--- src/source/lsu_pkg.sv ---
`default_nettype none

package lsu_pkg;

    // Bus widths
    localparam int ADDR_W = 32;
    localparam int DATA_W = 32;
    localparam int STRB_W = DATA_W / 8;
    localparam int OFF_W  = $clog2(STRB_W);    // Byte offset within a word

    // Access kind layout: {store, unsigned, size[1:0]}
    localparam int OP_W       = 4;
    localparam int OP_ST_BIT  = 3;
    localparam int OP_UNS_BIT = 2;

    // Access sizes in the low two bits of the op code
    localparam logic [1:0] SIZE_B = 2'd0;
    localparam logic [1:0] SIZE_H = 2'd1;
    localparam logic [1:0] SIZE_W = 2'd2;

    // Loads
    localparam logic [OP_W-1:0] OP_LB  = {1'b0, 1'b0, SIZE_B};
    localparam logic [OP_W-1:0] OP_LH  = {1'b0, 1'b0, SIZE_H};
    localparam logic [OP_W-1:0] OP_LW  = {1'b0, 1'b0, SIZE_W};
    localparam logic [OP_W-1:0] OP_LBU = {1'b0, 1'b1, SIZE_B};
    localparam logic [OP_W-1:0] OP_LHU = {1'b0, 1'b1, SIZE_H};

    // Stores
    localparam logic [OP_W-1:0] OP_SB  = {1'b1, 1'b0, SIZE_B};
    localparam logic [OP_W-1:0] OP_SH  = {1'b1, 1'b0, SIZE_H};
    localparam logic [OP_W-1:0] OP_SW  = {1'b1, 1'b0, SIZE_W};

    // Controller FSM encoding
    localparam int ST_W = 2;
    localparam logic [ST_W-1:0] ST_IDLE = 2'd0;
    localparam logic [ST_W-1:0] ST_REQ  = 2'd1;   // Request held on the L1 port
    localparam logic [ST_W-1:0] ST_WAIT = 2'd2;   // Load waiting for read data
    localparam logic [ST_W-1:0] ST_DONE = 2'd3;   // Completion cycle

endpackage

`default_nettype wire

--- src/source/data_bus_unit.sv ---
`timescale 1ns/1ps
`default_nettype none

// Load/store controller between the core strobe and the L1 data port

module data_bus_unit
    import lsu_pkg::*;
(
    input  logic              clk_i,
    input  logic              arst_n_i,

    // Core request
    input  logic              req_valid_i,
    input  logic [OP_W-1:0]   req_op_i,
    input  logic [ADDR_W-1:0] req_addr_i,
    input  logic [DATA_W-1:0] req_wdata_i,

    // From store_align
    input  logic [STRB_W-1:0] strb_i,
    input  logic [DATA_W-1:0] lane_data_i,
    input  logic              misaligned_i,

    // From load_extract
    input  logic [DATA_W-1:0] value_i,

    // Request seen by both data paths
    output logic [OP_W-1:0]   op_o,
    output logic [ADDR_W-1:0] addr_o,

    // Core status
    output logic              busy_o,
    output logic              done_o,
    output logic [DATA_W-1:0] rdata_o,
    output logic              misaligned_o,

    // L1 port
    output logic              port_req_valid_o,
    output logic [ADDR_W-1:0] port_req_addr_o,
    output logic              port_req_write_o,
    output logic [DATA_W-1:0] port_req_wdata_o,
    output logic [STRB_W-1:0] port_req_strb_o,
    input  logic              port_req_ready_i,
    input  logic              port_rsp_valid_i,
    input  logic [DATA_W-1:0] port_rsp_data_i,
    output logic              port_rsp_ready_o
);

    logic [ST_W-1:0]   state_r,      state_ns;
    logic [OP_W-1:0]   op_r,         op_ns;
    logic [ADDR_W-1:0] addr_r,       addr_ns;
    logic              busy_r,       busy_ns;
    logic              done_r,       done_ns;
    logic [DATA_W-1:0] rdata_r,      rdata_ns;
    logic              misalign_r,   misalign_ns;
    logic              req_valid_r,  req_valid_ns;
    logic [ADDR_W-1:0] req_addr_r,   req_addr_ns;
    logic              req_write_r,  req_write_ns;
    logic [DATA_W-1:0] req_wdata_r,  req_wdata_ns;
    logic [STRB_W-1:0] req_strb_r,   req_strb_ns;
    logic              rsp_ready_r,  rsp_ready_ns;
    logic              accept;

    // Strobe is only legal while not busy
    assign accept = req_valid_i && !busy_r;

    // While free, the data paths look at the incoming request directly
    assign op_o   = busy_r ? op_r   : req_op_i;
    assign addr_o = busy_r ? addr_r : req_addr_i;

    always_comb begin
        state_ns     = state_r;
        op_ns        = op_r;
        addr_ns      = addr_r;
        busy_ns      = busy_r;
        done_ns      = 1'b0;                  // One-cycle pulse
        rdata_ns     = rdata_r;
        misalign_ns  = misalign_r;
        req_valid_ns = req_valid_r;
        req_addr_ns  = req_addr_r;
        req_write_ns = req_write_r;
        req_wdata_ns = req_wdata_r;
        req_strb_ns  = req_strb_r;
        rsp_ready_ns = rsp_ready_r;

        case (state_r)
            ST_IDLE, ST_DONE: begin
                if (accept) begin
                    op_ns   = req_op_i;
                    addr_ns = req_addr_i;
                    if (misaligned_i) begin
                        // Finish at once, nothing goes to the port
                        misalign_ns = 1'b1;
                        rdata_ns    = '0;
                        done_ns     = 1'b1;
                        state_ns    = ST_DONE;
                    end else begin
                        busy_ns      = 1'b1;
                        req_valid_ns = 1'b1;
                        req_addr_ns  = {req_addr_i[ADDR_W-1:OFF_W], {OFF_W{1'b0}}};
                        req_write_ns = req_op_i[OP_ST_BIT];
                        req_wdata_ns = lane_data_i;
                        req_strb_ns  = strb_i;
                        state_ns     = ST_REQ;
                    end
                end else begin
                    state_ns = ST_IDLE;
                end
            end
            ST_REQ: begin
                if (port_req_ready_i) begin
                    req_valid_ns = 1'b0;
                    if (req_write_r) begin
                        misalign_ns = 1'b0;
                        rdata_ns    = '0;
                        busy_ns     = 1'b0;   // Stores end on the request beat
                        done_ns     = 1'b1;
                        state_ns    = ST_DONE;
                    end else begin
                        rsp_ready_ns = 1'b1;
                        state_ns     = ST_WAIT;
                    end
                end
            end
            ST_WAIT: begin
                if (port_rsp_valid_i) begin
                    rsp_ready_ns = 1'b0;
                    misalign_ns  = 1'b0;
                    rdata_ns     = value_i;   // Already extended
                    busy_ns      = 1'b0;
                    done_ns      = 1'b1;
                    state_ns     = ST_DONE;
                end
            end
            default: state_ns = ST_IDLE;
        endcase
    end

    always_ff @(posedge clk_i or negedge arst_n_i) begin
        if (!arst_n_i) begin
            state_r     <= ST_IDLE;
            busy_r      <= 1'b0;
            done_r      <= 1'b0;
            rdata_r     <= '0;
            misalign_r  <= 1'b0;
            req_valid_r <= 1'b0;
            rsp_ready_r <= 1'b0;
        end else begin
            state_r     <= state_ns;
            busy_r      <= busy_ns;
            done_r      <= done_ns;
            rdata_r     <= rdata_ns;
            misalign_r  <= misalign_ns;
            req_valid_r <= req_valid_ns;
            rsp_ready_r <= rsp_ready_ns;
        end
    end

    // Request payload
    always_ff @(posedge clk_i) begin
        op_r        <= op_ns;
        addr_r      <= addr_ns;
        req_addr_r  <= req_addr_ns;
        req_write_r <= req_write_ns;
        req_wdata_r <= req_wdata_ns;
        req_strb_r  <= req_strb_ns;
    end

    assign busy_o           = busy_r;
    assign done_o           = done_r;
    assign rdata_o          = rdata_r;
    assign misaligned_o     = misalign_r;
    assign port_req_valid_o = req_valid_r;
    assign port_req_addr_o  = req_addr_r;
    assign port_req_write_o = req_write_r;
    assign port_req_wdata_o = req_wdata_r;
    assign port_req_strb_o  = req_strb_r;
    assign port_rsp_ready_o = rsp_ready_r;

endmodule

`default_nettype wire

--- src/source/load_extract.sv ---
`timescale 1ns/1ps
`default_nettype none

// Picks the addressed bytes out of a read word and extends them

module load_extract
    import lsu_pkg::*;
(
    input  logic [OP_W-1:0]   op_i,
    input  logic [OFF_W-1:0]  offset_i,
    input  logic [DATA_W-1:0] word_i,
    output logic [DATA_W-1:0] value_o
);

    logic [7:0]  byte_sel;
    logic [15:0] half_sel;
    logic        is_unsigned;

    assign is_unsigned = op_i[OP_UNS_BIT];

    // Byte lane select
    always_comb begin
        case (offset_i)
            2'd0:    byte_sel = word_i[7:0];
            2'd1:    byte_sel = word_i[15:8];
            2'd2:    byte_sel = word_i[23:16];
            default: byte_sel = word_i[31:24];
        endcase
    end

    // Only even offsets reach here for halfwords
    assign half_sel = offset_i[1] ? word_i[31:16] : word_i[15:0];

    always_comb begin
        case (op_i[1:0])
            SIZE_B: begin
                if (is_unsigned) begin
                    value_o = {{(DATA_W-8){1'b0}}, byte_sel};
                end else begin
                    value_o = {{(DATA_W-8){byte_sel[7]}}, byte_sel};
                end
            end
            SIZE_H: begin
                if (is_unsigned) begin
                    value_o = {{(DATA_W-16){1'b0}}, half_sel};
                end else begin
                    value_o = {{(DATA_W-16){half_sel[15]}}, half_sel};
                end
            end
            default: value_o = word_i;        // Word, or reserved size
        endcase
    end

endmodule

`default_nettype wire

--- src/source/lsu_top.sv ---
`timescale 1ns/1ps
`default_nettype none

// Memory access unit, core strobe in, L1 valid/ready port out

module lsu_top
    import lsu_pkg::*;
(
    input  logic              clk_i,
    input  logic              arst_n_i,

    input  logic              req_valid_i,
    input  logic [OP_W-1:0]   req_op_i,
    input  logic [ADDR_W-1:0] req_addr_i,
    input  logic [DATA_W-1:0] req_wdata_i,
    output logic              busy_o,
    output logic              done_o,
    output logic [DATA_W-1:0] rdata_o,
    output logic              misaligned_o,

    output logic              port_req_valid_o,
    output logic [ADDR_W-1:0] port_req_addr_o,
    output logic              port_req_write_o,
    output logic [DATA_W-1:0] port_req_wdata_o,
    output logic [STRB_W-1:0] port_req_strb_o,
    input  logic              port_req_ready_i,
    input  logic              port_rsp_valid_i,
    input  logic [DATA_W-1:0] port_rsp_data_i,
    output logic              port_rsp_ready_o
);

    logic [OP_W-1:0]   ctrl_op;
    logic [ADDR_W-1:0] ctrl_addr;
    logic [STRB_W-1:0] st_strb;
    logic [DATA_W-1:0] st_lane_data;
    logic              st_misaligned;
    logic [DATA_W-1:0] ld_value;

    data_bus_unit u_ctrl (
        .clk_i            (clk_i),
        .arst_n_i         (arst_n_i),
        .req_valid_i      (req_valid_i),
        .req_op_i         (req_op_i),
        .req_addr_i       (req_addr_i),
        .req_wdata_i      (req_wdata_i),
        .strb_i           (st_strb),
        .lane_data_i      (st_lane_data),
        .misaligned_i     (st_misaligned),
        .value_i          (ld_value),
        .op_o             (ctrl_op),
        .addr_o           (ctrl_addr),
        .busy_o           (busy_o),
        .done_o           (done_o),
        .rdata_o          (rdata_o),
        .misaligned_o     (misaligned_o),
        .port_req_valid_o (port_req_valid_o),
        .port_req_addr_o  (port_req_addr_o),
        .port_req_write_o (port_req_write_o),
        .port_req_wdata_o (port_req_wdata_o),
        .port_req_strb_o  (port_req_strb_o),
        .port_req_ready_i (port_req_ready_i),
        .port_rsp_valid_i (port_rsp_valid_i),
        .port_rsp_data_i  (port_rsp_data_i),
        .port_rsp_ready_o (port_rsp_ready_o)
    );

    store_align u_store (
        .op_i         (ctrl_op),
        .addr_i       (ctrl_addr),
        .wdata_i      (req_wdata_i),   // Sampled on the accepting edge only
        .strb_o       (st_strb),
        .lane_data_o  (st_lane_data),
        .misaligned_o (st_misaligned)
    );

    load_extract u_load (
        .op_i     (ctrl_op),
        .offset_i (ctrl_addr[OFF_W-1:0]),
        .word_i   (port_rsp_data_i),
        .value_o  (ld_value)
    );

endmodule

`default_nettype wire

--- src/source/store_align.sv ---
`timescale 1ns/1ps
`default_nettype none

// Store lane placement and alignment check for one access

module store_align
    import lsu_pkg::*;
(
    input  logic [OP_W-1:0]   op_i,
    input  logic [ADDR_W-1:0] addr_i,
    input  logic [DATA_W-1:0] wdata_i,
    output logic [STRB_W-1:0] strb_o,
    output logic [DATA_W-1:0] lane_data_o,
    output logic              misaligned_o
);

    logic [1:0]       size;
    logic [OFF_W-1:0] offset;

    assign size   = op_i[1:0];
    assign offset = addr_i[OFF_W-1:0];

    always_comb begin
        strb_o       = '0;
        lane_data_o  = wdata_i;
        misaligned_o = 1'b0;

        case (size)
            SIZE_B: begin
                // Byte copied to all four lanes, strobe picks one
                lane_data_o = {(DATA_W/8){wdata_i[7:0]}};
                strb_o      = 4'b0001 << offset;
            end
            SIZE_H: begin
                lane_data_o  = {(DATA_W/16){wdata_i[15:0]}};
                strb_o       = 4'b0011 << offset;
                misaligned_o = offset[0];             // Odd byte address
            end
            default: begin
                // Word, and the reserved size code behaves as a word
                lane_data_o  = wdata_i;
                strb_o       = '1;
                misaligned_o = (offset != '0);
            end
        endcase
    end

endmodule

`default_nettype wire
--- config.mk ---
export PLATFORM = sky130hd
export DESIGN_NAME = lsu_top
export DESIGN_NICKNAME = d
export VERILOG_FILES = /design/src/source/lsu_pkg.sv /design/src/source/data_bus_unit.sv /design/src/source/load_extract.sv /design/src/source/lsu_top.sv /design/src/source/store_align.sv
export SDC_FILE = /design/constraint.sdc
export NUM_CORES = 1
export LEC_CHECK = 0
export BUFFER_PORTS_ARGS = -buffer_cell sky130_fd_sc_hd__buf_4
export CAP_MARGIN = 10
export CORE_UTILIZATION = 45
export CTS_BUF_LIST = sky130_fd_sc_hd__clkbuf_8
export CTS_CLUSTER_DIAMETER = 200
export DETAILED_ROUTE_END_ITERATION = 10
export GPL_TIMING_DRIVEN = 0
export PLACE_DENSITY_LB_ADDON = 0.12
export SLEW_MARGIN = 25
export SYNTH_ARGS = -nofsm -noshare
export SYNTH_HDL_FRONTEND = slang
export SYNTH_HIERARCHICAL = 1
export SYNTH_SLANG_ARGS = --single-unit
--- constraint.sdc ---
create_clock -name clk_i -period 3.25 [get_ports clk_i]
set_input_delay 0.65 -clock clk_i [delete_from_list [all_inputs] [get_ports clk_i]]
set_output_delay 0.65 -clock clk_i [all_outputs]
set_load 0.01 [all_outputs]
* After elaboration in Yosys (flattened, before gate mapping) *
Index checks and enable logic that the tools add are counted.
W data, S select, Z words.

storage, ports and cells
  output and inout port bits = 106
  logic and storage cells = 87
  bits in registers = 111
  bits of input ports = 105

operators by class
  shift operators = 2
  equal/unequal tests = 13
  multiplexer cells = 42
  reduce and logical (&&, ||, !) cells = 16
  bitwise gates (word level) = 1

operators by type and width
  operator               number
  $mux W32               7
  $pmux W32 S2           2
  $pmux W32 S3           1
  $pmux W8 S3            1
  $mux W1                16
  $mux W16               1
  $mux W2                5
  $ne A2 B2 Y1 const B   5
  $reduce_and A5 Y1      2
  $pmux W1 S3            3
  $pmux W4 S2            1
  $reduce_and A4 Y1      2
  $eq A2 B1 Y1 const B   3
  $eq A2 B2 Y1 const B   3
  $logic_not A2 Y1       3
  $pmux W1 S2            3
  $pmux W2 S3            1
  $reduce_bool A2 Y1     3
  $ne A2 B1 Y1 const B   2
  $reduce_and A2 Y1      2
  $shl A1 B2 Y4 const A  1
  $shl A2 B2 Y4 const A  1
  $mux W3                1
  $reduce_and A3 Y1      1
  4 further kinds        4

* Depth between registers and ports, before layout *
Gate-level depths: netlist of the first run.

  word-level depth = 7
  depth in mapped cells = 12
  mapped depth without buffers = 7

* Modules after synthesis *
The synthesis of the first run kept the hierarchy.

modules (own cells, without submodules)
  module         cells an instance  area an instance (um2)  sequential area each (um2)  instances
  data_bus_unit  374                5818.1                  4068.9                      1
  load_extract   115                845.8                   0.0                         1
  store_align    64                 513.0                   0.0                         1

* Worst setup path before layout of the first run *
Ideal clock, no wire load.

  path kind = flip-flop to flip-flop
  start point = register u_ctrl.busy_r (netlist: u_ctrl/busy_o)
  end point = register u_ctrl.req_valid_r (netlist: u_ctrl/port_req_valid_o)
  path buffers = 3
  path slack = 104 ps
  required time = 3127 ps
  library setup time = 123 ps
  clock period less this slack = 3146 ps
  stages on the path, launching flop included = 10
  data arrival time = 3022 ps
  cell sequence = dfrtp_1 -> buf_2 -> mux2_2 -> buf_6 -> buf_2 -> o21ai_0 -> nand2_1 -> and4bb_2 -> o21ai_0 -> o2bb2ai_1

between the ends
  longest elaborated chain between the ends = 5
  elaborated cells on any way between the ends = 11
  classes of those cells = eq/ne: 3; mux: 3; reduce/logical: 5

RTL lines
  what                                              line                  source
  from (decl)                                       data_bus_unit.sv:51   logic busy_r, busy_ns;
  from (signal assigned)                            data_bus_unit.sv:149  busy_r <= busy_ns;
  $mux W3 *                                         data_bus_unit.sv:67   assign op_o = busy_r ? op_r : req_op_i;
  named net ctrl_op[1]                              lsu_top.sv:32         logic [OP_W-1:0] ctrl_op;
  $eq A2 B1 Y1 or $logic_not A2 Y1 (tied branches)  store_align.sv:28     case (size)
  $pmux W1 S2 *                                     store_align.sv:28
  named net st_misaligned                           lsu_top.sv:36         logic st_misaligned;
  $ne A2 B2 Y1 (no source line) *                   n/a
  $reduce_and A4 Y1 (no source line) *              n/a
  to (signal assigned)                              data_bus_unit.sv:153  req_valid_r <= req_valid_ns;
  to (decl)                                         data_bus_unit.sv:55   logic req_valid_r, req_valid_ns;

Mark *: on every way through the listed nets, which the timed path passes. The rest lies on a longest branch.
A chain may end at the register's enable or synchronous reset.

* Worst setup path after layout of the first run *
  start point = register u_ctrl.busy_r (netlist: u_ctrl/busy_o)
  end point = register u_ctrl.rdata_r[7] (netlist: u_ctrl/rdata_o[7])

between the ends
  longest elaborated chain between the ends = 7
  elaborated cells on any way between the ends = 21
  classes of those cells = eq/ne: 5; mux: 10; reduce/logical: 6

RTL lines
  what                                  line                  source
  $mux W2 *                             data_bus_unit.sv:68   assign addr_o = busy_r ? addr_r : req_addr_i;
  named net ctrl_addr[1]                lsu_top.sv:33         logic [ADDR_W-1:0] ctrl_addr;
  $eq A2 B2 Y1 (tied with other cells)  load_extract.sv:23    case (offset_i)
  $pmux W8 S3                           load_extract.sv:23
  $mux W32                              load_extract.sv:37    if (is_unsigned) begin
  $pmux W32 S2 *                        load_extract.sv:35    case (op_i[1:0])
  named net ld_value[7]                 lsu_top.sv:37         logic [DATA_W-1:0] ld_value;
  $mux W32 *                            data_bus_unit.sv:125  if (port_rsp_valid_i) begin
  $pmux W32 S3 *                        data_bus_unit.sv:85   case (state_r)
  to (signal assigned)                  data_bus_unit.sv:151  rdata_r <= rdata_ns;
  to (decl)                             data_bus_unit.sv:53   logic [DATA_W-1:0] rdata_r, rdata_ns;

Mark *: on every way through the listed nets, which the timed path passes. The rest lies on a longest branch. The select of a mux whose other input is x is not followed.

==> results.txt, run 1 <==
----------------------------------------------------
[Setup path]
  CP startpoint kind ... register
  Maximum net fanout on the critical path ... 10
  Arrival time at the worst endpoint ... 3.29 ns
  Worst setup path category ... register to register
  Element type at the critical path end ... register
  Required arrival time at the worst endpoint ... 3.53 ns

[STA]
  Post-layout worst setup margin ... 0.242 ns
  Final critical-path share of the clock period ... 0.926
  Post-route clock skew ... 0.00956 ns
  Hold Vio Cnt, Final ... 0
  Setup violations, final ... 0
  Final slew viol count ... 0
  Worst Hold Slack ... 0.228 ns
  RSZ-0062 raised after global routing ... no
  Max_slew headroom ... 0.556
  Top achievable clock speed ... 0.332 GHz
  Final Critical Period ... 3.01 ns
  Slew at the pin with the worst max-slew slack ... 0.666 ns

[Power and ir drop]
  Internal power contribution ... 3.54 mW
  Max rail drop VDD ... 395 uV
  Pwr dens ... 735 nW/um^2
  Flop pwr share ... 0.365
  Clock Power Share ... 0.144
  Switching portion of total power ... 0.390
  Sw Pwr ... 2.26 mW
  Power Total ... 5.80 mW
  Cell leakage power ... 3.57 nW
  Relative contribution of combinational cells to total power ... 0.491

[Placement]
  Post-Place Worst Slack ... 0.237 ns
  Final Wtd Congestion ... 0.864
  Half-perimeter wire length after placement ... 12.0 mm
  Standard cell area after detailed placement ... 7690 sq um
  Number of I/O port buffers ... 207

[Flow run]
  Max Cap Viol ... 0

[CTS]
  Cell at the root of the clock tree ... sky130_fd_sc_hd__clkbuf_8
  H-tree depth ... 3
  Clk sinks ... 111
  Maximum number of buffers from clock root to sink ... 2
  Clock transition at the registers of the reported paths ... 0.11 ns
  Post-cts gate resize count ... 0
  Clock Latency Late Sink ... 0.39 ns
  TritonCTS clock tree ... done
  Number of buffers created by CTS ... 9
  Post-CTS setup buffer count ... 0
  Number of buffers inserted for hold repair after clock tree synthesis ... 0

[Die]
  Total Die Area ... 13500 sq um
  Width of the chip ... 116 microns
  Core area ... 12700 sq um
  Starting utilization of the core area ... 0.465
  Count of pins on the block boundary ... 211
  Die height ... 116 microns
  Number of cell rows ... 41

[Yosys]
  Mean instance size in the synthesized netlist ... 12.0 sq um
  Post-synth design cell area ... 5890 sq um
  Number of instances in the synthesized netlist ... 489
  Synth Warn # ... 6

[Global route]
  Wire length of the first global-routing pass ... 23.3 mm
  Maximum number of pins on one net before global-route repair ... 49
  Leftover overflow at the end of global routing ... 0
  Number of antenna violations at the first check in global routing ... 0
  Via count of the first global-routing pass ... 4597
  Total Routing Usage GR ... 0.228

[Finish]
  Post-layout instance area ... 7890 sq um
  Register area ... 3140 sq um
  Filler cells ... 1056
  Area added between synthesis and finish ... 34.0%
  Footprint of the multi-input gates ... 2330 sq um
  Most common library cell in the layout ignoring fill and taps ... sky130_fd_sc_hd__buf_4
  Number of diodes ... 0
  Proportion of layout cells with a drive suffix above 1 ... 0.434
  Final layout net count ... 817
  Most used cells in the layout excluding fill and tap cells ... sky130_fd_sc_hd__buf_4 (222), sky130_fd_sc_hd__edfxtp_1 (72), sky130_fd_sc_hd__nand2_1 (44), sky130_fd_sc_hd__dfrtp_1 (39), sky130_fd_sc_hd__nand3_1 (27)

[Route]
  Total number of vias ... 4699
  DRC violation count after routing ... 0
  Wire length per cell after detailed routing ... 17.6 microns
  Post-route antenna net violation count ... 0
  Total routed wirelength ... 15.6 mm
  Iteration-0 DRC Markers ... 309
  DRT Pass-1 Iters ... 4
  Vias per Instance ... 5.30

[Min path]
  Hold Path Class ... primary input to async pin

[Outcome]
  Status ... finished, final reports clean

----------------------------------------------------
==> metal layers <==
metal  part of all wire  up-vias  global-route usage  routed length (microns)
li1                   -     2277                   -                        -
met1               0.42     2235               0.279                     6560
met2               0.48      166               0.383                     7500
met3              0.077       21              0.0550                     1200
met4              0.023        0               0.100                      358
met5                  0        -                   0                        0
==> critical path, cell delays in order (launching register included) <==
cell                       delay, ns
sky130_fd_sc_hd__dfrtp_1        0.43
sky130_fd_sc_hd__buf_2          0.22
sky130_fd_sc_hd__mux2_2         0.41
sky130_fd_sc_hd__buf_2          0.20
sky130_fd_sc_hd__nor2b_1        0.14
sky130_fd_sc_hd__buf_2          0.18
sky130_fd_sc_hd__a32oi_2        0.43
sky130_fd_sc_hd__buf_4          0.29
sky130_fd_sc_hd__o211ai_1       0.14
sky130_fd_sc_hd__nand3_1        0.11
sky130_fd_sc_hd__a211oi_1       0.06
sky130_fd_sc_hd__a211o_1        0.29
==> flip-flops by register name (all words and copies together) (netlist names) <==
signal and cells:
u_ctrl/misaligned_o 1, u_ctrl/port_req_valid_o 1, u_ctrl/port_req_strb_o 4, u_ctrl/state_r 2, u_ctrl/done_o 1, u_ctrl/port_req_addr_o 30
u_ctrl/busy_o 1, u_ctrl/addr_r 2, u_ctrl/rdata_o 32, u_ctrl/port_req_write_o 1, u_ctrl/op_r 3, u_ctrl/port_rsp_ready_o 1
u_ctrl/port_req_wdata_o 32
==> cell type report <==
class	count	share of cell area
timing repair buffer	208	0.200
clock buffer	9	0.0157
tap	172	0.0273
sequential	111	0.398
multi-input combinational	309	0.296
buffer	57	0.0476
clock inverter	7	0.00936
inverter	13	0.00619
==> power groups by stage <==
stage | combinational [mW] | sequential (mW) | clock [mW]
CTS | 2.86 | 2.12 | 0.858
finish | 2.85 | 2.12 | 0.835
global route | 3.08 | 2.16 | 0.907
floorplan | 1.64 | 2.29 | 0
global placement | 2.76 | 2.15 | 0
detailed placement | 2.85 | 2.15 | 0
==> final timing paths <==
check                           slack (ns)               startpoint  cells after the start                          to
worst max-delay path                  0.24            u_ctrl/busy_o                     11           u_ctrl/rdata_o[7]
worst min-delay path                  0.23                 arst_n_i                      1           u_ctrl/state_r[1]
worst max register to register        0.24            u_ctrl/busy_o                     11           u_ctrl/rdata_o[7]
worst min register to register        0.51  u_ctrl/port_req_valid_o                      1     u_ctrl/port_req_valid_o
max in group asynchronous             2.66                 arst_n_i                      1           u_ctrl/rdata_o[2]
min in group clk_i                    0.43           req_addr_i[13]                      1  u_ctrl/port_req_addr_o[13]
==> through the flow <==
| step | setup TNS [ns] | utilization | instances |
|---|---|---|---|
| floorplan | 0 | - | 490 |
| global placement | -23.85 | 0.605 | 869 |
| detailed placement | 0 | 0.607 | 870 |
| CTS | 0 | 0.623 | 886 |
| global route | 0 | 0.623 | 886 |
| finish | 0 | 0.623 | 886 |
No activity file was read; power rests on OpenSTA's default activity.
==> run 2, diff against run 1 <==
- ABC_AREA: default -> 1
==> results.txt, run 2 <==
----------------------------------------------------
[Yosys]
  Mean instance size in the synthesized netlist ... 9.17 sq um (-24%)
  Post-synth design cell area ... 5750 sq um (-2.4%)
  Synth Warn # ... 6 (unchanged)
  Number of instances in the synthesized netlist ... 627 (+28%)

[Power and ir drop]
  Max rail drop VDD ... 321 uV (-19%)
  Power Total ... 6.75 mW (+16%)
  Pwr dens ... 864 nW/um^2 (+18%)
  Cell leakage power ... 4.16 nW (+17%)

[Placement]
  Number of I/O port buffers ... 208 (+0.48%)
  Half-perimeter wire length after placement ... 12.8 mm (+6.6%)
  Standard cell area after detailed placement ... 7610 sq um (-1.1%)
  Final Wtd Congestion ... 0.905 (+4.7%)
  Post-Place Worst Slack ... 0.321 ns (+0.0844 ns)
  Instance count after placement with tap cells included ... 1008 (+16%)

[Outcome]
  Status ... finished, final reports clean

[CTS]
  Post-cts gate resize count ... 0 (unchanged)
  Maximum number of buffers from clock root to sink ... 2 (unchanged)
  Clk sinks ... 111 (unchanged)
  H-tree depth ... 3 (unchanged)
  Clock Latency Late Sink ... 0.39 ns (about the same)
  Post-CTS setup buffer count ... 0 (unchanged)
  Cell at the root of the clock tree ... sky130_fd_sc_hd__clkbuf_8
  Clock transition at the registers of the reported paths ... 0.11 ns (about the same)
  TritonCTS clock tree ... done
  Number of buffers created by CTS ... 9 (unchanged)
  Number of buffers inserted for hold repair after clock tree synthesis ... 0 (unchanged)

[Setup path]
  Worst r2r src ... u_ctrl/busy_o
  Reg2Reg Capture Point ... u_ctrl/port_req_addr_o[27]
  CP startpoint kind ... register
  Slack of the worst reg-to-reg path ... 0.43 ns (+0.18 ns)
  Element type at the critical path end ... register
  Required arrival time at the worst endpoint ... 3.35 ns (-0.18 ns)
  FF-to-FF path depth ... 10 (-1)
  Worst setup path category ... register to register
  Arrival time at the worst endpoint ... 2.92 ns (-0.37 ns)
  Maximum net fanout on the critical path ... 17 (+7)

[Finish]
  Post-layout instance area ... 7810 sq um (-0.95%)
  Most used cells in the layout excluding fill and tap cells ... sky130_fd_sc_hd__nand2_1 (260), sky130_fd_sc_hd__buf_4 (223), sky130_fd_sc_hd__edfxtp_1 (72), sky130_fd_sc_hd__inv_1 (57), sky130_fd_sc_hd__dfrtp_1 (39)
  Proportion of layout cells with a drive suffix above 1 ... 0.369 (-0.0650)
  Most common library cell in the layout ignoring fill and taps ... sky130_fd_sc_hd__nand2_1
  Final layout net count ... 959 (+17%)
  Number of diodes ... 0 (unchanged)
  Filler cells ... 1111 (+5.2%)
  Share of the core filled with cells in the final layout ... 0.640 (+0.0173)
  Area added between synthesis and finish ... 35.9%
  Non-filler instance count after layout ... 1024 (+16%)

[STA]
  Post-layout worst setup margin ... 0.426 ns (+0.185 ns)
  Final slew viol count ... 0 (unchanged)
  Max_slew headroom ... 0.563 (+0.00712)
  Post-route clock skew ... 0.00792 ns (-0.00164 ns)
  Hold Vio Cnt, Final ... 0 (unchanged)
  Summed negative setup slack over all endpoints ... 0 ns (unchanged)
  Slew at the pin with the worst max-slew slack ... 0.653 ns (-0.0128 ns)
  Top achievable clock speed ... 0.354 GHz (+6.5%)
  Final critical-path share of the clock period ... 0.869 (-0.0568)
  Final Critical Period ... 2.82 ns (-0.185 ns)
  Worst Hold Slack ... 0.232 ns (+0.00434 ns)
  RSZ-0062 raised after global routing ... no
  Setup violations, final ... 0 (unchanged)

[Route]
  DRC violation count after routing ... 0 (unchanged)
  DRT Pass-1 Iters ... 5 (+1)
  Total routed wirelength ... 16.4 mm (+5.1%)
  Wire length per cell after detailed routing ... 16.0 microns (-9.1%)
  Vias per Instance ... 4.97 (-6.2%)
  Iteration-0 DRC Markers ... 359 (+16%)
  Total number of vias ... 5094 (+8.4%)
  Post-route antenna net violation count ... 0 (unchanged)

[Global route]
  Wire length of the first global-routing pass ... 25.5 mm (+9.8%)
  Number of antenna violations at the first check in global routing ... 0 (unchanged)
  Via count of the first global-routing pass ... 4991 (+8.6%)
  Maximum number of pins on one net before global-route repair ... 40 (-18%)
  Leftover overflow at the end of global routing ... 0 (unchanged)
  Total Routing Usage GR ... 0.257 (+0.0286)

[Die]
  Total Die Area ... 13200 sq um (-2.3%)
  Starting utilization of the core area ... 0.471 (+0.00610)
  Die height ... 115 microns (-1.2%)
  Core area ... 12200 sq um (-3.6%)
  Number of cell rows ... 40 (-2.4%)
  Width of the chip ... 115 microns (-1.2%)
  Count of pins on the block boundary ... 211 (unchanged)

[Min path]
  Hold Path Class ... primary input to async pin

[Flow run]
  Max Cap Viol ... 0 (unchanged)

----------------------------------------------------
-- run 2: critical path, stage by stage (launching register included) --
cell                      delay [ns]
sky130_fd_sc_hd__dfrtp_1        0.43
sky130_fd_sc_hd__buf_2          0.17
sky130_fd_sc_hd__buf_2          0.13
sky130_fd_sc_hd__nand2_1        0.05
sky130_fd_sc_hd__nand2_1        0.22
sky130_fd_sc_hd__o21ai_2        0.21
sky130_fd_sc_hd__o21ai_2        0.11
sky130_fd_sc_hd__nor3_4         0.59
sky130_fd_sc_hd__buf_8          0.23
sky130_fd_sc_hd__buf_8          0.18
sky130_fd_sc_hd__buf_6          0.21
-- run 2: power breakdown --
group,leakage (nW),internal (mW),total [mW],switching (mW)
clock,0.108,0.366,0.862,0.496
combinational,2.87,1.46,3.74,2.28
sequential,1.18,2.00,2.15,0.148
total,4.16,3.83,6.75,2.92
-- run 2: worst max-delay path by stage --
stage / slack [ns] / cells past startpoint / end / from
4_1_cts: 0.39 / 10 / u_ctrl/port_req_addr_o[6] / u_ctrl/busy_o
3_3_place_gp: -0.78 / 7 / u_ctrl/port_req_addr_o[17] / req_op_i[0]
3_5_place_dp: 0.32 / 11 / u_ctrl/port_req_addr_o[27] / req_op_i[1]
2_1_floorplan: -0.001 / 7 / u_ctrl/port_req_addr_o[10] / req_op_i[1]
6_report: 0.43 / 10 / u_ctrl/port_req_addr_o[27] / u_ctrl/busy_o
5_1_grt: 0.23 / 10 / u_ctrl/port_req_addr_o[27] / u_ctrl/busy_o
-- run 2: cell type report --
| class | instances | area, sq um | area share |
|---|---|---|---|
| Clock buffer | 9 | 124 | 0.0159 |
| Timing Repair Buffer | 212 | 1620 | 0.207 |
| Buffer | 48 | 394 | 0.0504 |
| Clock inverter | 7 | 81.3 | 0.0104 |
| Multi-Input combinational cell | 406 | 2000 | 0.257 |
| Tap cell | 168 | 210 | 0.0269 |
| Sequential cell | 111 | 3140 | 0.402 |
| Inverter | 63 | 244 | 0.0312 |
-- run 2: layer usage --
layer | track usage | wire length (microns) | share of wire | up-vias
met5 | 0 | 0 | 0 | -
met4 | 0.123 | 517 | 0.032 | 0
met3 | 0.0485 | 1290 | 0.079 | 33
met2 | 0.436 | 7970 | 0.49 | 220
met1 | 0.316 | 6630 | 0.40 | 2360
li1 | - | - | - | 2481
==> run 3, diff against run 2 <==
- CORE_UTILIZATION: 45 -> 49
==> results.txt, run 3 (synthesis results as in run 2) <==
----------------------------------------------------
[Outcome]
  Status ... finished, final reports clean

[Finish]
  Footprint of the multi-input gates ... 2000 sq um (unchanged)
  Final layout net count ... 959 (unchanged)
  Share of the core filled with cells in the final layout ... 0.680 (+0.0405)
  Filler cells ... 944 (-15%)
  Register area ... 3140 sq um (unchanged)
  Area added between synthesis and finish ... 35.2%
  Proportion of layout cells with a drive suffix above 1 ... 0.370 (+0.00117)
  Number of diodes ... 0 (unchanged)
  Most used cells in the layout excluding fill and tap cells ... sky130_fd_sc_hd__nand2_1 (260), sky130_fd_sc_hd__buf_4 (223), sky130_fd_sc_hd__edfxtp_1 (72), sky130_fd_sc_hd__inv_1 (56), sky130_fd_sc_hd__dfrtp_1 (39)
  Most common library cell in the layout ignoring fill and taps ... sky130_fd_sc_hd__nand2_1

[Placement]
  Half-perimeter wire length after placement ... 12.9 mm (+0.65%)
  Final Wtd Congestion ... 0.906 (about the same)
  Post-Place Worst Slack ... 0.221 ns (-0.0996 ns)
  Number of I/O port buffers ... 208 (unchanged)

[Global route]
  Leftover overflow at the end of global routing ... 0 (unchanged)
  Via count of the first global-routing pass ... 4799 (-3.8%)
  Number of antenna violations at the first check in global routing ... 0 (unchanged)
  Maximum number of pins on one net before global-route repair ... 40 (unchanged)
  Wire length of the first global-routing pass ... 24.4 mm (-4.5%)
  Total Routing Usage GR ... 0.272 (+0.0152)

[Power and ir drop]
  Pwr dens ... 861 nW/um^2 (-0.29%)
  Flop pwr share ... 0.322 (+0.003)
  Internal power contribution ... 3.77 mW (-1.4%)
  Switching portion of total power ... 0.436 (+0.00318)
  Relative contribution of combinational cells to total power ... 0.555 (about the same)
  Cell leakage power ... 4.15 nW (-0.29%)
  Max rail drop VDD ... 402 uV (+25%)
  Sw Pwr ... 2.92 mW (-0.14%)
  Clock Power Share ... 0.123 (-0.005)

[Route]
  DRC violation count after routing ... 0 (unchanged)
  Total met3 wirelength after detailed routing ... 1.50 mm (+16%)
  Wl on met1 ... 6.12 mm (-7.7%)
  Wire length per cell after detailed routing ... 16.4 microns (+2.3%)
  Total routed wirelength ... 16.4 mm (-0.20%)
  Vias per Instance ... 5.20 (+4.5%)
  Highest routing layer actually used ... met4
  Total number of vias ... 5195 (+2.0%)
  Detail Route met2 WL ... 8.30 mm (+4.1%)
  Iteration-0 DRC Markers ... 350 (-2.5%)
  DRT Pass-1 Iters ... 5 (unchanged)
  Post-route antenna net violation count ... 0 (unchanged)

[STA]
  Top achievable clock speed ... 0.343 GHz (-3.2%)
  Slew at the pin with the worst max-slew slack ... 0.713 ns (+0.0592 ns)
  RSZ-0062 raised after global routing ... no
  Final critical-path share of the clock period ... 0.897 (+0.0283)
  Final slew viol count ... 0 (unchanged)
  Final Critical Period ... 2.92 ns (+0.0918 ns)
  Hold Vio Cnt, Final ... 0 (unchanged)
  Post-route clock skew ... 0.0136 ns (+0.00570 ns)
  Worst Hold Slack ... 0.230 ns (-0.00175 ns)
  Max_slew headroom ... 0.523 (-0.0396)
  Post-layout worst setup margin ... 0.334 ns (-0.0918 ns)
  Setup violations, final ... 0 (unchanged)

[Setup path]
  CP Capture Point ... u_ctrl/port_req_addr_o[7]
  Standard cell with the maximum stage delay on the critical path ... sky130_fd_sc_hd__nor3_4
  Worst r2r src ... u_ctrl/busy_o
  Delay of the slowest cell on the worst path ... 0.63 ns (+0.04 ns)
  Element type at the critical path end ... register
  FF-to-FF path depth ... 10 (unchanged)
  Worst setup path startpoint ... u_ctrl/busy_o
  Worst setup path category ... register to register
  Most common cell type on the critical path ... sky130_fd_sc_hd__buf_6
  Slack of the worst reg-to-reg path ... 0.33 ns (-0.09 ns)
  Worst-path cell chain ... buf_2, buf_2, nand2_1, nand2_1, o21ai_2, o21ai_2, nor3_4, buf_6, buf_6, buf_6
  CP startpoint kind ... register
  Maximum net fanout on the critical path ... 17 (unchanged)
  Required arrival time at the worst endpoint ... 3.34 ns (about the same)
  Arrival time at the worst endpoint ... 3.00 ns (+0.08 ns)
  Reg2Reg Capture Point ... u_ctrl/port_req_addr_o[7]

[Die]
  Number of cell rows ... 39 (-2.5%)
  Die height ... 110 microns (-4.1%)
  Count of pins on the block boundary ... 211 (unchanged)
  Starting utilization of the core area ... 0.503 (+0.0327)
  Width of the chip ... 110 microns (-4.1%)
  Core area ... 11400 sq um (-6.5%)
  Total Die Area ... 12200 sq um (-8.0%)

[CTS]
  Clk sinks ... 111 (unchanged)
  Maximum number of buffers from clock root to sink ... 2 (unchanged)
  TritonCTS clock tree ... done
  Post-CTS setup buffer count ... 0 (unchanged)
  Cell at the root of the clock tree ... sky130_fd_sc_hd__clkbuf_8
  Clock transition at the registers of the reported paths ... 0.11 ns (about the same)
  Clock Latency Late Sink ... 0.38 ns (about the same)
  Number of buffers created by CTS ... 9 (unchanged)
  Number of buffers inserted for hold repair after clock tree synthesis ... 0 (unchanged)
  H-tree depth ... 3 (unchanged)
  Post-cts gate resize count ... 0 (unchanged)

[Min path]
  Hold Path Class ... primary input to async pin

[Flow run]
  Max Cap Viol ... 0 (unchanged)

----------------------------------------------------
-- run 3: changes by cell type in the layout (fill, tap and decap cells not counted) --
cell,previous run,this run
sky130_fd_sc_hd__clkbuf_8,9,10
sky130_fd_sc_hd__inv_1,57,56
sky130_fd_sc_hd__buf_6,11,13
sky130_fd_sc_hd__buf_8,6,4
sky130_fd_sc_hd__clkinvlp_4,0,1
sky130_fd_sc_hd__inv_8,0,1
sky130_fd_sc_hd__bufinv_16,1,0
sky130_fd_sc_hd__clkinv_2,1,0
-- run 3: routing by layer --
| layer | global-route usage | up-vias |
|---|---|---|
| met2 | 0.476 | 237 |
| met4 | 0.111 | 0 |
| met3 | 0.0694 | 24 |
| met1 | 0.316 | 2448 |
| met5 | 0 | - |
| li1 | - | 2486 |
-- run 3: critical path: cells and delay by family, from the launching register on --
kind | cells | cell delay (ns)
AOI/OAI and AO/OA | 2 | 0.34
and+or+nand+nor | 3 | 0.87
buffers and inverters | 5 | 0.97
DFF | 1 | 0.43
-- run 3: power by group through the flow --
| stage | Sequential (mW) | Clock [mW] | Combinational [mW] |
|---|---|---|---|
| 6_report | 2.15 | 0.822 | 3.71 |
| 5_1_grt | 2.19 | 0.900 | 4.10 |
| 4_1_cts | 2.16 | 0.840 | 3.71 |
| 3_5_place_dp | 2.19 | 0 | 3.70 |
| 3_3_place_gp | 2.19 | 0 | 3.57 |
| 2_1_floorplan | 2.34 | 0 | 2.23 |
-- run 3: area by class of cell --
class	count	share of cell area
plain buffers	48	0.0507
clock buffers	10	0.0177
clock inverters	6	0.00789
inverters	63	0.0314
multi-input cells	406	0.258
flip-flops and latches	111	0.404
well taps	143	0.0230
repair buffers	212	0.207
-- run 3: worst min-delay path by stage --
stage	endpoint	slack, ns	cells after the start
floorplan	u_ctrl/busy_o	0.35	0
global placement	u_ctrl/rdata_o[10]	0.46	2
detailed placement	u_ctrl/rdata_o[22]	0.46	2
CTS	u_ctrl/rdata_o[18]	0.23	1
global route	u_ctrl/rdata_o[18]	0.25	1
finish	u_ctrl/rdata_o[27]	0.23	1
-- run 3: per-stage QoR --
| stage | std cells | instance area [sq um] | TNS, ns | power (mW) |
|---|---|---|---|---|
| global placement | 979 | 7520 | -48.91 | 5.76 |
| detailed placement | 983 | 7570 | 0 | 5.89 |
| CTS | 999 | 7770 | 0 | 6.71 |
| floorplan | 628 | 5780 | -0.0674 | 4.58 |
| finish | 999 | 7770 | 0 | 6.69 |
| global route | 999 | 7770 | 0 | 7.19 |
